`src/hdl/ex_pkg.sv`:
```
/* Shared widths, encodings and packet types for the execute stage.
   Imported by every RTL block and by the testbench. */

package ex_pkg;

  localparam int xlen        = 32;
  localparam int tag_w       = 5;
  localparam int reg_idx_w   = 6;
  localparam int mult_stages = 4;
  // Issue cycle forms the product, the rest are pipeline registers
  localparam int mult_regs   = mult_stages - 1;
  localparam int num_fu      = 3;

  ////////////////////////////////////////////////////////////////////////////
  // Encodings
  ////////////////////////////////////////////////////////////////////////////

  // Order is arbiter priority and free bit position
  typedef enum logic [1:0] {fu_alu, fu_mult, fu_branch} fu_e;

  typedef enum logic [1:0] {opa_rs1, opa_pc, opa_zero} opa_sel_e;

  typedef enum logic {opb_rs2, opb_imm} opb_sel_e;

  typedef enum logic [3:0] {
    alu_add, alu_sub, alu_and, alu_or, alu_xor,
    alu_sll, alu_srl, alu_sra, alu_slt, alu_sltu
  } alu_op_e;

  typedef enum logic {mult_mul, mult_mulhu} mult_op_e;

  typedef enum logic [2:0] {br_beq, br_bne, br_blt, br_bge, br_bltu, br_bgeu} br_cond_e;

  typedef logic [num_fu-1:0] fu_mask_t;

  ////////////////////////////////////////////////////////////////////////////
  // Packets
  ////////////////////////////////////////////////////////////////////////////

  typedef struct packed {
    logic                 valid;
    fu_e                  fu;
    opa_sel_e             opa_sel;
    opb_sel_e             opb_sel;
    alu_op_e              alu_op;
    mult_op_e             mult_op;
    br_cond_e             br_cond;
    logic                 cond_branch;
    logic                 uncond_branch;
    logic [xlen-1:0]      pc;
    logic [xlen-1:0]      rs1_value;
    logic [xlen-1:0]      rs2_value;
    logic [xlen-1:0]      imm;   // already sign extended
    logic [tag_w-1:0]     tag;
    logic [reg_idx_w-1:0] dest_reg;
    logic                 has_dest;
  } issue_pkt_t;

  typedef struct packed {
    logic                 done;
    logic [xlen-1:0]      result;
    logic                 take_branch;
    logic [tag_w-1:0]     tag;
    logic [reg_idx_w-1:0] dest_reg;
    logic                 has_dest;
  } unit_out_t;

  typedef struct packed {
    logic                 valid;
    fu_e                  fu;
    logic [xlen-1:0]      result;
    logic                 take_branch;
    logic [tag_w-1:0]     tag;
    logic [reg_idx_w-1:0] dest_reg;
    logic                 has_dest;
  } complete_pkt_t;

endpackage
```
`src/hdl/ex_stage.sv`:
```
/* Execute stage top: operand select, ALU, branch unit and multiplier,
   merged onto one completion port by the arbiter. */

`timescale 1ns/1ps

module ex_stage
  import ex_pkg::*;
(
  input  logic          clock,
  input  logic          rst_n,
  input  logic          flush,
  input  issue_pkt_t    issue_pkt,
  output complete_pkt_t complete_pkt,
  output fu_mask_t      free
);

  logic [xlen-1:0] opa;
  logic [xlen-1:0] opb;
  unit_out_t       alu_out;
  unit_out_t       branch_out;
  unit_out_t       mult_out;

  ex_operand_select operand_select_i (
    .issue_pkt (issue_pkt),
    .opa       (opa),
    .opb       (opb)
  );

  ex_alu alu_i (
    .issue_pkt (issue_pkt),
    .opa       (opa),
    .opb       (opb),
    .alu_out   (alu_out)
  );

  ex_branch branch_i (
    .issue_pkt  (issue_pkt),
    .opa        (opa),
    .opb        (opb),
    .branch_out (branch_out)
  );

  // Only unit that holds in-flight state besides the slots
  ex_multiplier multiplier_i (
    .clock     (clock),
    .rst_n     (rst_n),
    .flush     (flush),
    .issue_pkt (issue_pkt),
    .opa       (opa),
    .opb       (opb),
    .mult_out  (mult_out)
  );

  ex_complete_arbiter complete_arbiter_i (
    .clock        (clock),
    .rst_n        (rst_n),
    .flush        (flush),
    .alu_out      (alu_out),
    .mult_out     (mult_out),
    .branch_out   (branch_out),
    .complete_pkt (complete_pkt),
    .free         (free)
  );

endmodule

```
`src/hdl/ex_complete_arbiter.sv`:
```
/* Completion slots for each unit and the fixed-priority pick that sends one
   result per cycle to commit, with a matching free pulse. */

`timescale 1ns/1ps

module ex_complete_arbiter
  import ex_pkg::*;
(
  input  logic          clock,
  input  logic          rst_n,
  input  logic          flush,
  input  unit_out_t     alu_out,
  input  unit_out_t     mult_out,
  input  unit_out_t     branch_out,
  output complete_pkt_t complete_pkt,
  output fu_mask_t      free
);

  unit_out_t unit_in [num_fu];
  unit_out_t slot_q  [num_fu];
  fu_mask_t  slot_valid;
  fu_mask_t  done_mask;
  fu_mask_t  grant;
  fu_e       sel_fu;
  logic      out_valid;
  fu_e       out_fu;
  unit_out_t out_data;

  assign unit_in[fu_alu]    = alu_out;
  assign unit_in[fu_mult]   = mult_out;
  assign unit_in[fu_branch] = branch_out;

  always_comb begin
    for (int i = 0; i < num_fu; i++) begin
      done_mask[i] = unit_in[i].done;
    end
  end

  ////////////////////////////////////////////////////////////////////////////
  // Fixed priority, lowest fu_e wins
  ////////////////////////////////////////////////////////////////////////////

  always_comb begin
    grant  = '0;
    sel_fu = fu_alu;
    for (int i = num_fu - 1; i >= 0; i--) begin
      if (slot_valid[i]) begin
        grant  = fu_mask_t'(1) << i;
        sel_fu = fu_e'(i);
      end
    end
  end

  ////////////////////////////////////////////////////////////////////////////
  // Control state
  ////////////////////////////////////////////////////////////////////////////

  // A new done refills a slot even when it is drained at the same edge
  always_ff @(posedge clock) begin
    if (!rst_n || flush) begin
      slot_valid <= '0;
      out_valid  <= 1'b0;
      free       <= '0;
    end else begin
      slot_valid <= (slot_valid & ~grant) | done_mask;
      out_valid  <= |grant;
      free       <= grant;
    end
  end

  // Slot contents and output payload
  always_ff @(posedge clock) begin
    for (int i = 0; i < num_fu; i++) begin
      if (unit_in[i].done) begin
        slot_q[i] <= unit_in[i];
      end
    end
    out_fu   <= sel_fu;
    out_data <= slot_q[sel_fu];
  end

  assign complete_pkt = '{
    valid:       out_valid,
    fu:          out_fu,
    result:      out_data.result,
    take_branch: out_data.take_branch,
    tag:         out_data.tag,
    dest_reg:    out_data.dest_reg,
    has_dest:    out_data.has_dest
  };

endmodule

```
`src/hdl/ex_multiplier.sv`:
```
/* Fixed-depth unsigned multiplier. The full product and the packet fields
   ride through the pipeline; the last stage picks the low or high word. */

`timescale 1ns/1ps

module ex_multiplier
  import ex_pkg::*;
(
  input  logic            clock,
  input  logic            rst_n,
  input  logic            flush,
  input  issue_pkt_t      issue_pkt,
  input  logic [xlen-1:0] opa,
  input  logic [xlen-1:0] opb,
  output unit_out_t       mult_out
);

  typedef struct packed {
    mult_op_e             op;
    logic [2*xlen-1:0]    product;
    logic [tag_w-1:0]     tag;
    logic [reg_idx_w-1:0] dest_reg;
    logic                 has_dest;
  } mult_stage_t;

  logic                 start;
  logic [2*xlen-1:0]    product;
  logic [mult_regs-1:0] valid_q;
  mult_stage_t          stage_q [mult_regs];
  mult_stage_t          last;

  assign start   = issue_pkt.valid && (issue_pkt.fu == fu_mult);
  assign product = {{xlen{1'b0}}, opa} * {{xlen{1'b0}}, opb};

  // Valid chain, cleared on flush
  always_ff @(posedge clock) begin
    if (!rst_n || flush) begin
      valid_q <= '0;
    end else begin
      for (int i = mult_regs - 1; i > 0; i--) begin
        valid_q[i] <= valid_q[i-1];
      end
      valid_q[0] <= start;
    end
  end

  // Payload shifts every cycle
  always_ff @(posedge clock) begin
    stage_q[0].op       <= issue_pkt.mult_op;
    stage_q[0].product  <= product;
    stage_q[0].tag      <= issue_pkt.tag;
    stage_q[0].dest_reg <= issue_pkt.dest_reg;
    stage_q[0].has_dest <= issue_pkt.has_dest;
    for (int i = 1; i < mult_regs; i++) begin
      stage_q[i] <= stage_q[i-1];
    end
  end

  assign last = stage_q[mult_regs-1];

  always_comb begin
    mult_out.done        = valid_q[mult_regs-1];
    mult_out.result      = (last.op == mult_mulhu) ? last.product[2*xlen-1:xlen]
                                                   : last.product[xlen-1:0];
    mult_out.take_branch = 1'b0;
    mult_out.tag         = last.tag;
    mult_out.dest_reg    = last.dest_reg;
    mult_out.has_dest    = last.has_dest;
  end

endmodule

```
`src/hdl/ex_branch.sv`:
```
/* Branch unit: target adder plus condition check on rs1/rs2.
   Combinational, done in the issue cycle. */

`timescale 1ns/1ps

module ex_branch
  import ex_pkg::*;
(
  input  issue_pkt_t      issue_pkt,
  input  logic [xlen-1:0] opa,
  input  logic [xlen-1:0] opb,
  output unit_out_t       branch_out
);

  logic [xlen-1:0] rs1;
  logic [xlen-1:0] rs2;
  logic            cond_true;

  assign rs1 = issue_pkt.rs1_value;
  assign rs2 = issue_pkt.rs2_value;

  // Condition compares register values, not the selected operands
  always_comb begin
    case (issue_pkt.br_cond)
      br_beq:  cond_true = (rs1 == rs2);
      br_bne:  cond_true = (rs1 != rs2);
      br_blt:  cond_true = ($signed(rs1) < $signed(rs2));
      br_bge:  cond_true = ($signed(rs1) >= $signed(rs2));
      br_bltu: cond_true = (rs1 < rs2);
      br_bgeu: cond_true = (rs1 >= rs2);
      default: cond_true = 1'b0;
    endcase
  end

  always_comb begin
    branch_out.done        = issue_pkt.valid && (issue_pkt.fu == fu_branch);
    branch_out.result      = opa + opb;
    branch_out.take_branch = issue_pkt.uncond_branch ||
                             (issue_pkt.cond_branch && cond_true);
    branch_out.tag         = issue_pkt.tag;
    branch_out.dest_reg    = issue_pkt.dest_reg;
    branch_out.has_dest    = issue_pkt.has_dest;
  end

endmodule

```
`src/hdl/ex_alu.sv`:
```
/* Single-cycle integer ALU. Result and done are combinational
   in the issue cycle and are captured by the completion arbiter. */

`timescale 1ns/1ps

module ex_alu
  import ex_pkg::*;
(
  input  issue_pkt_t      issue_pkt,
  input  logic [xlen-1:0] opa,
  input  logic [xlen-1:0] opb,
  output unit_out_t       alu_out
);

  logic [4:0]      shamt;
  logic [xlen-1:0] result;

  // Only the low five bits shift
  assign shamt = opb[4:0];

  always_comb begin
    case (issue_pkt.alu_op)
      alu_add:  result = opa + opb;
      alu_sub:  result = opa - opb;
      alu_and:  result = opa & opb;
      alu_or:   result = opa | opb;
      alu_xor:  result = opa ^ opb;
      alu_sll:  result = opa << shamt;
      alu_srl:  result = opa >> shamt;
      alu_sra:  result = $signed(opa) >>> shamt;
      alu_slt: begin
        result = {{(xlen-1){1'b0}}, $signed(opa) < $signed(opb)};
      end
      alu_sltu: begin
        result = {{(xlen-1){1'b0}}, opa < opb};
      end
      default:  result = '0;
    endcase
  end

  always_comb begin
    alu_out.done        = issue_pkt.valid && (issue_pkt.fu == fu_alu);
    alu_out.result      = result;
    alu_out.take_branch = 1'b0;
    alu_out.tag         = issue_pkt.tag;
    alu_out.dest_reg    = issue_pkt.dest_reg;
    alu_out.has_dest    = issue_pkt.has_dest;
  end

endmodule

```
`src/hdl/ex_operand_select.sv`:
```
/* Operand multiplexers feeding all functional units.
   Operand A from rs1, PC or zero; operand B from rs2 or the immediate. */

`timescale 1ns/1ps

module ex_operand_select
  import ex_pkg::*;
(
  input  issue_pkt_t      issue_pkt,
  output logic [xlen-1:0] opa,
  output logic [xlen-1:0] opb
);

  // Operand A
  always_comb begin
    case (issue_pkt.opa_sel)
      opa_rs1: begin
        opa = issue_pkt.rs1_value;
      end
      opa_pc: begin
        opa = issue_pkt.pc;
      end
      opa_zero: begin
        opa = '0;
      end
      default: begin
        opa = '0;
      end
    endcase
  end

  // Operand B
  always_comb begin
    case (issue_pkt.opb_sel)
      opb_rs2: begin
        opb = issue_pkt.rs2_value;
      end
      opb_imm: begin
        opb = issue_pkt.imm;
      end
      default: begin
        opb = '0;
      end
    endcase
  end

endmodule

```
`config.mk`:
```
export PLATFORM = sky130hd
export DESIGN_NAME = ex_stage
export DESIGN_NICKNAME = d
export VERILOG_FILES = /design/src/hdl/ex_pkg.sv /design/src/hdl/ex_stage.sv /design/src/hdl/ex_complete_arbiter.sv /design/src/hdl/ex_multiplier.sv /design/src/hdl/ex_branch.sv /design/src/hdl/ex_alu.sv /design/src/hdl/ex_operand_select.sv
export SDC_FILE = /design/constraint.sdc
export NUM_CORES = 2
export LEC_CHECK = 0
export ABC_AREA = 1
export ABC_CLOCK_PERIOD_IN_PS = 9060
export BUFFER_PORTS_ARGS = -buffer_cell sky130_fd_sc_hd__buf_2
export CORE_MARGIN = 2
export CORE_UTILIZATION = 23
export CTS_CLUSTER_SIZE = 24
export DETAILED_ROUTE_END_ITERATION = 8
export PLACE_DENSITY = 0.38
export SYNTH_ARGS = -nofsm -noshare
export SYNTH_HDL_FRONTEND = slang
export SYNTH_HIERARCHICAL = 1
export SYNTH_SLANG_ARGS = --single-unit
export TNS_END_PERCENT = 100
```
`constraint.sdc`:
```
create_clock -name clock -period 9.06 [get_ports clock]
set_clock_uncertainty 0.1 [all_clocks]
set_input_delay 0.906 -clock clock [delete_from_list [all_inputs] [get_ports clock]]
set_output_delay 0.906 -clock clock [all_outputs]
set_load 0.005 [all_outputs]
```
==> qor.yml <==
clocking:
  post_cts_buffers: 0
  cts_buffers: 48
  cts_tree: "done"
  clkTransAtPathRegs_ns: 0.07
  clk_latency_ns: 0.63
  h-tree-depth: 2
  clock_sinks: 423
  clockRootBuffer: "clkbuf_16"
  hold_buffers: 0
  post_cts_resize_count: 0
  clk_path_buf_depth: 3
finish:
  stdcell_area_sq_um: 69800
  area_growth_pct: 12.6
  multiInputGateArea_sq_um: 42400
  drive_gt1_frac: 0.0857
  regArea_sq_um: 9820
  finalNetCount: 10147
  num-fill-cells: 29819
drt:
  wl_per_cell_microns: 22.0
  viasPerCell: 4.35
  wl_microns: 269000
  drtPass1Iterations: 6
  post-route-drc-count: 0
  vias: 53371
  first_iter_violations: 3504
  ant_nets: 0
die:
  fp-row-count: 190
  initial_core_util: 0.231
  core_sq_um: 268000
  fp.dieH_microns: 523
  die_w_microns: 523
  dieArea_sq_um: 274000
  io_pins: 210
synth:
  ys_ff_latch: 423
  synth.area.top_cells: "fa_1 29%, nand2_1 16%, inv_1 13%"
  ys_top_cells_by_count: "2592 x nand2_1, 2216 x inv_1, 899 x fa_1"
  syn_area_sq_um: 62000
  yosys.area.top_type_share: 0.290
  seq_area_frac_synth: 0.158
  syn_area_per_cell_sq_um: 7.24
  synth_cell_type_count: 67
  syn-num-nets: 10039
  synthFlopType: "dfxtp_1"
  synth_cells: 8557
  ys_async_sr_fraction: 0
  ys_warn_count: 6
  synth.most_common_cell: "nand2_1"
  yosys.area.top_type: "fa_1"
  synth_edf_count: 135
global_routing:
  grt_max_degree: 76
  antenna_found_initial: 32
  grt-ovfl-total: 0
  grt_pass1_wl_microns: 394000
  grt_pass1_vias: 56214
  grt_use_total: 0.198
placement:
  placedInstanceArea_sq_um: 68100
  place_ws_ns: 0.214
  dpl.hpwl_microns: 227000
  io_buffers: 209
  gp_congestion: 0.947
sta:
  finalWorstSetupSlack_ns: 0.775
  setup_viol: 0
  worst_pin_slew_ns: 1.27
  slew_viol_final: 0
  grt_setup_unrepaired: "no"
  max_freq_mhz: 121
  fin_crit_ns: 8.29
  hold_viol_final: 0
  period_share: 0.914
  worst_slew_margin_rel: 0.155
  tns_ns: 0
worst_setup_path:
  slowest_delay_ns: 0.58
  r2r_setup_slack_ns: 6.26
  crit_type: "in2reg"
  cp-end-kind: "register"
  cpMostUsedCell: "fa_1"
  slowest_stage: "fa_1"
  critPathTopFamily: "adder cells"
  cp-start-kind: "input pin"
  worst-path-buf-inv: 10
  required_ns: 9.40
  worstPathMaxFanout: 23
  cp.arrival_ns: 8.63
hold_path:
  worst_hold_path_type: "reg2reg"
flow_run:
  cap_viol_max_count: 0
status:
  outcome: "finished, final reports clean"
## cells by family (layout without fill, tap and decap cells)
family	Yosys count	after routing	share of synthesized area
AO/OA/AOI/OAI	422	422	0.0399
XOR/XNOR	66	66	0.00933
adder cells (fa/ha/maj)	1323	1323	0.376
buffers and inverters	2618	2766	0.165
flip-flops	423	423	0.158
multiplexers	32	32	0.00581
other	2	10	0.000121
AND/OR/NAND/NOR	3671	3671	0.245
## per-stage QoR
step / std cells / util / hold slack, ns
after floorplan: 8557 / - / 0.210
after CTS: 12257 / 0.260 / 0.170
after detailed placement: 12167 / 0.254 / 0.212
final: 12265 / 0.260 / 0.184
after global placement: 12167 / 0.254 / 0.210
after global routing: 12261 / 0.260 / 0.185
## sequential cells by signal, summed over array words and instances, names as in the netlist
register / count
complete_arbiter_i/complete_pkt: 45
complete_arbiter_i/free: 3
complete_arbiter_i/out_fu: 2
complete_arbiter_i/out_valid: 1
complete_arbiter_i/slot_q: 135
complete_arbiter_i/slot_valid: 3
multiplier_i/stage_q: 231
multiplier_i/valid_q: 3
## per-layer routing
metal / vias to the layer above / share of wire / global-route usage / wire (microns)
met1: 26346 / 0.43 / 0.255 / 116000
met4: 10 / 0.047 / 0.0790 / 12600
met2: 1417 / 0.48 / 0.338 / 129000
li1: 25252 / - / - / -
met3: 346 / 0.041 / 0.0171 / 11100
met5: - / 0.00022 / 0 / 60
## final timing paths
path,start,depth (start not counted),to
hold / removal,multiplier_i/stage_q[0][15],0,multiplier_i/stage_q[0][92]
hold reg to reg,multiplier_i/stage_q[0][15],0,multiplier_i/stage_q[0][92]
setup / recovery,issue_pkt[152],31,multiplier_i/stage_q[0][68]
setup reg to reg,complete_arbiter_i/slot_valid[0],6,complete_arbiter_i/complete_pkt[33]
## area by class of cell
class / count / share of cell area
multi-input cells: 5516 / 0.608
flip-flops and latches: 423 / 0.141
inverters: 2248 / 0.121
well taps: 3552 / 0.0637
repair buffers: 428 / 0.0433
clock buffers: 65 / 0.0198
clock inverters: 25 / 0.00350
diodes: 8 / 0.000287
## layout by cell type, fill, tap and decap left out, types with 26 or more instances in the layout
cell type | synthesis | routed
nand2_1 | 2592 | 2558
inv_1 | 2216 | 2215
fa_1 | 899 | 899
nand3_1 | 586 | 586
ha_1 | 424 | 424
dfxtp_1 | 288 | 286
nor2_1 | 281 | 280
buf_2 | 83 | 208
buf_4 | 57 | 194
a21oi_1 | 177 | 177
edfxtp_1 | 135 | 135
o21ai_0 | 120 | 88
nand2_2 | 26 | 60
xor2_1 | 55 | 55
nand4_1 | 54 | 54
clkbuf_16 | 0 | 51
nor3_1 | 36 | 36
o21ai_4 | 0 | 32
inv_2 | 27 | 28
nor2_2 | 28 | 28
buf_12 | 0 | 26
Power is left out: the tool's default activity adds up to more than one toggle a clock period on the data nets, which glitch-free logic cannot reach.
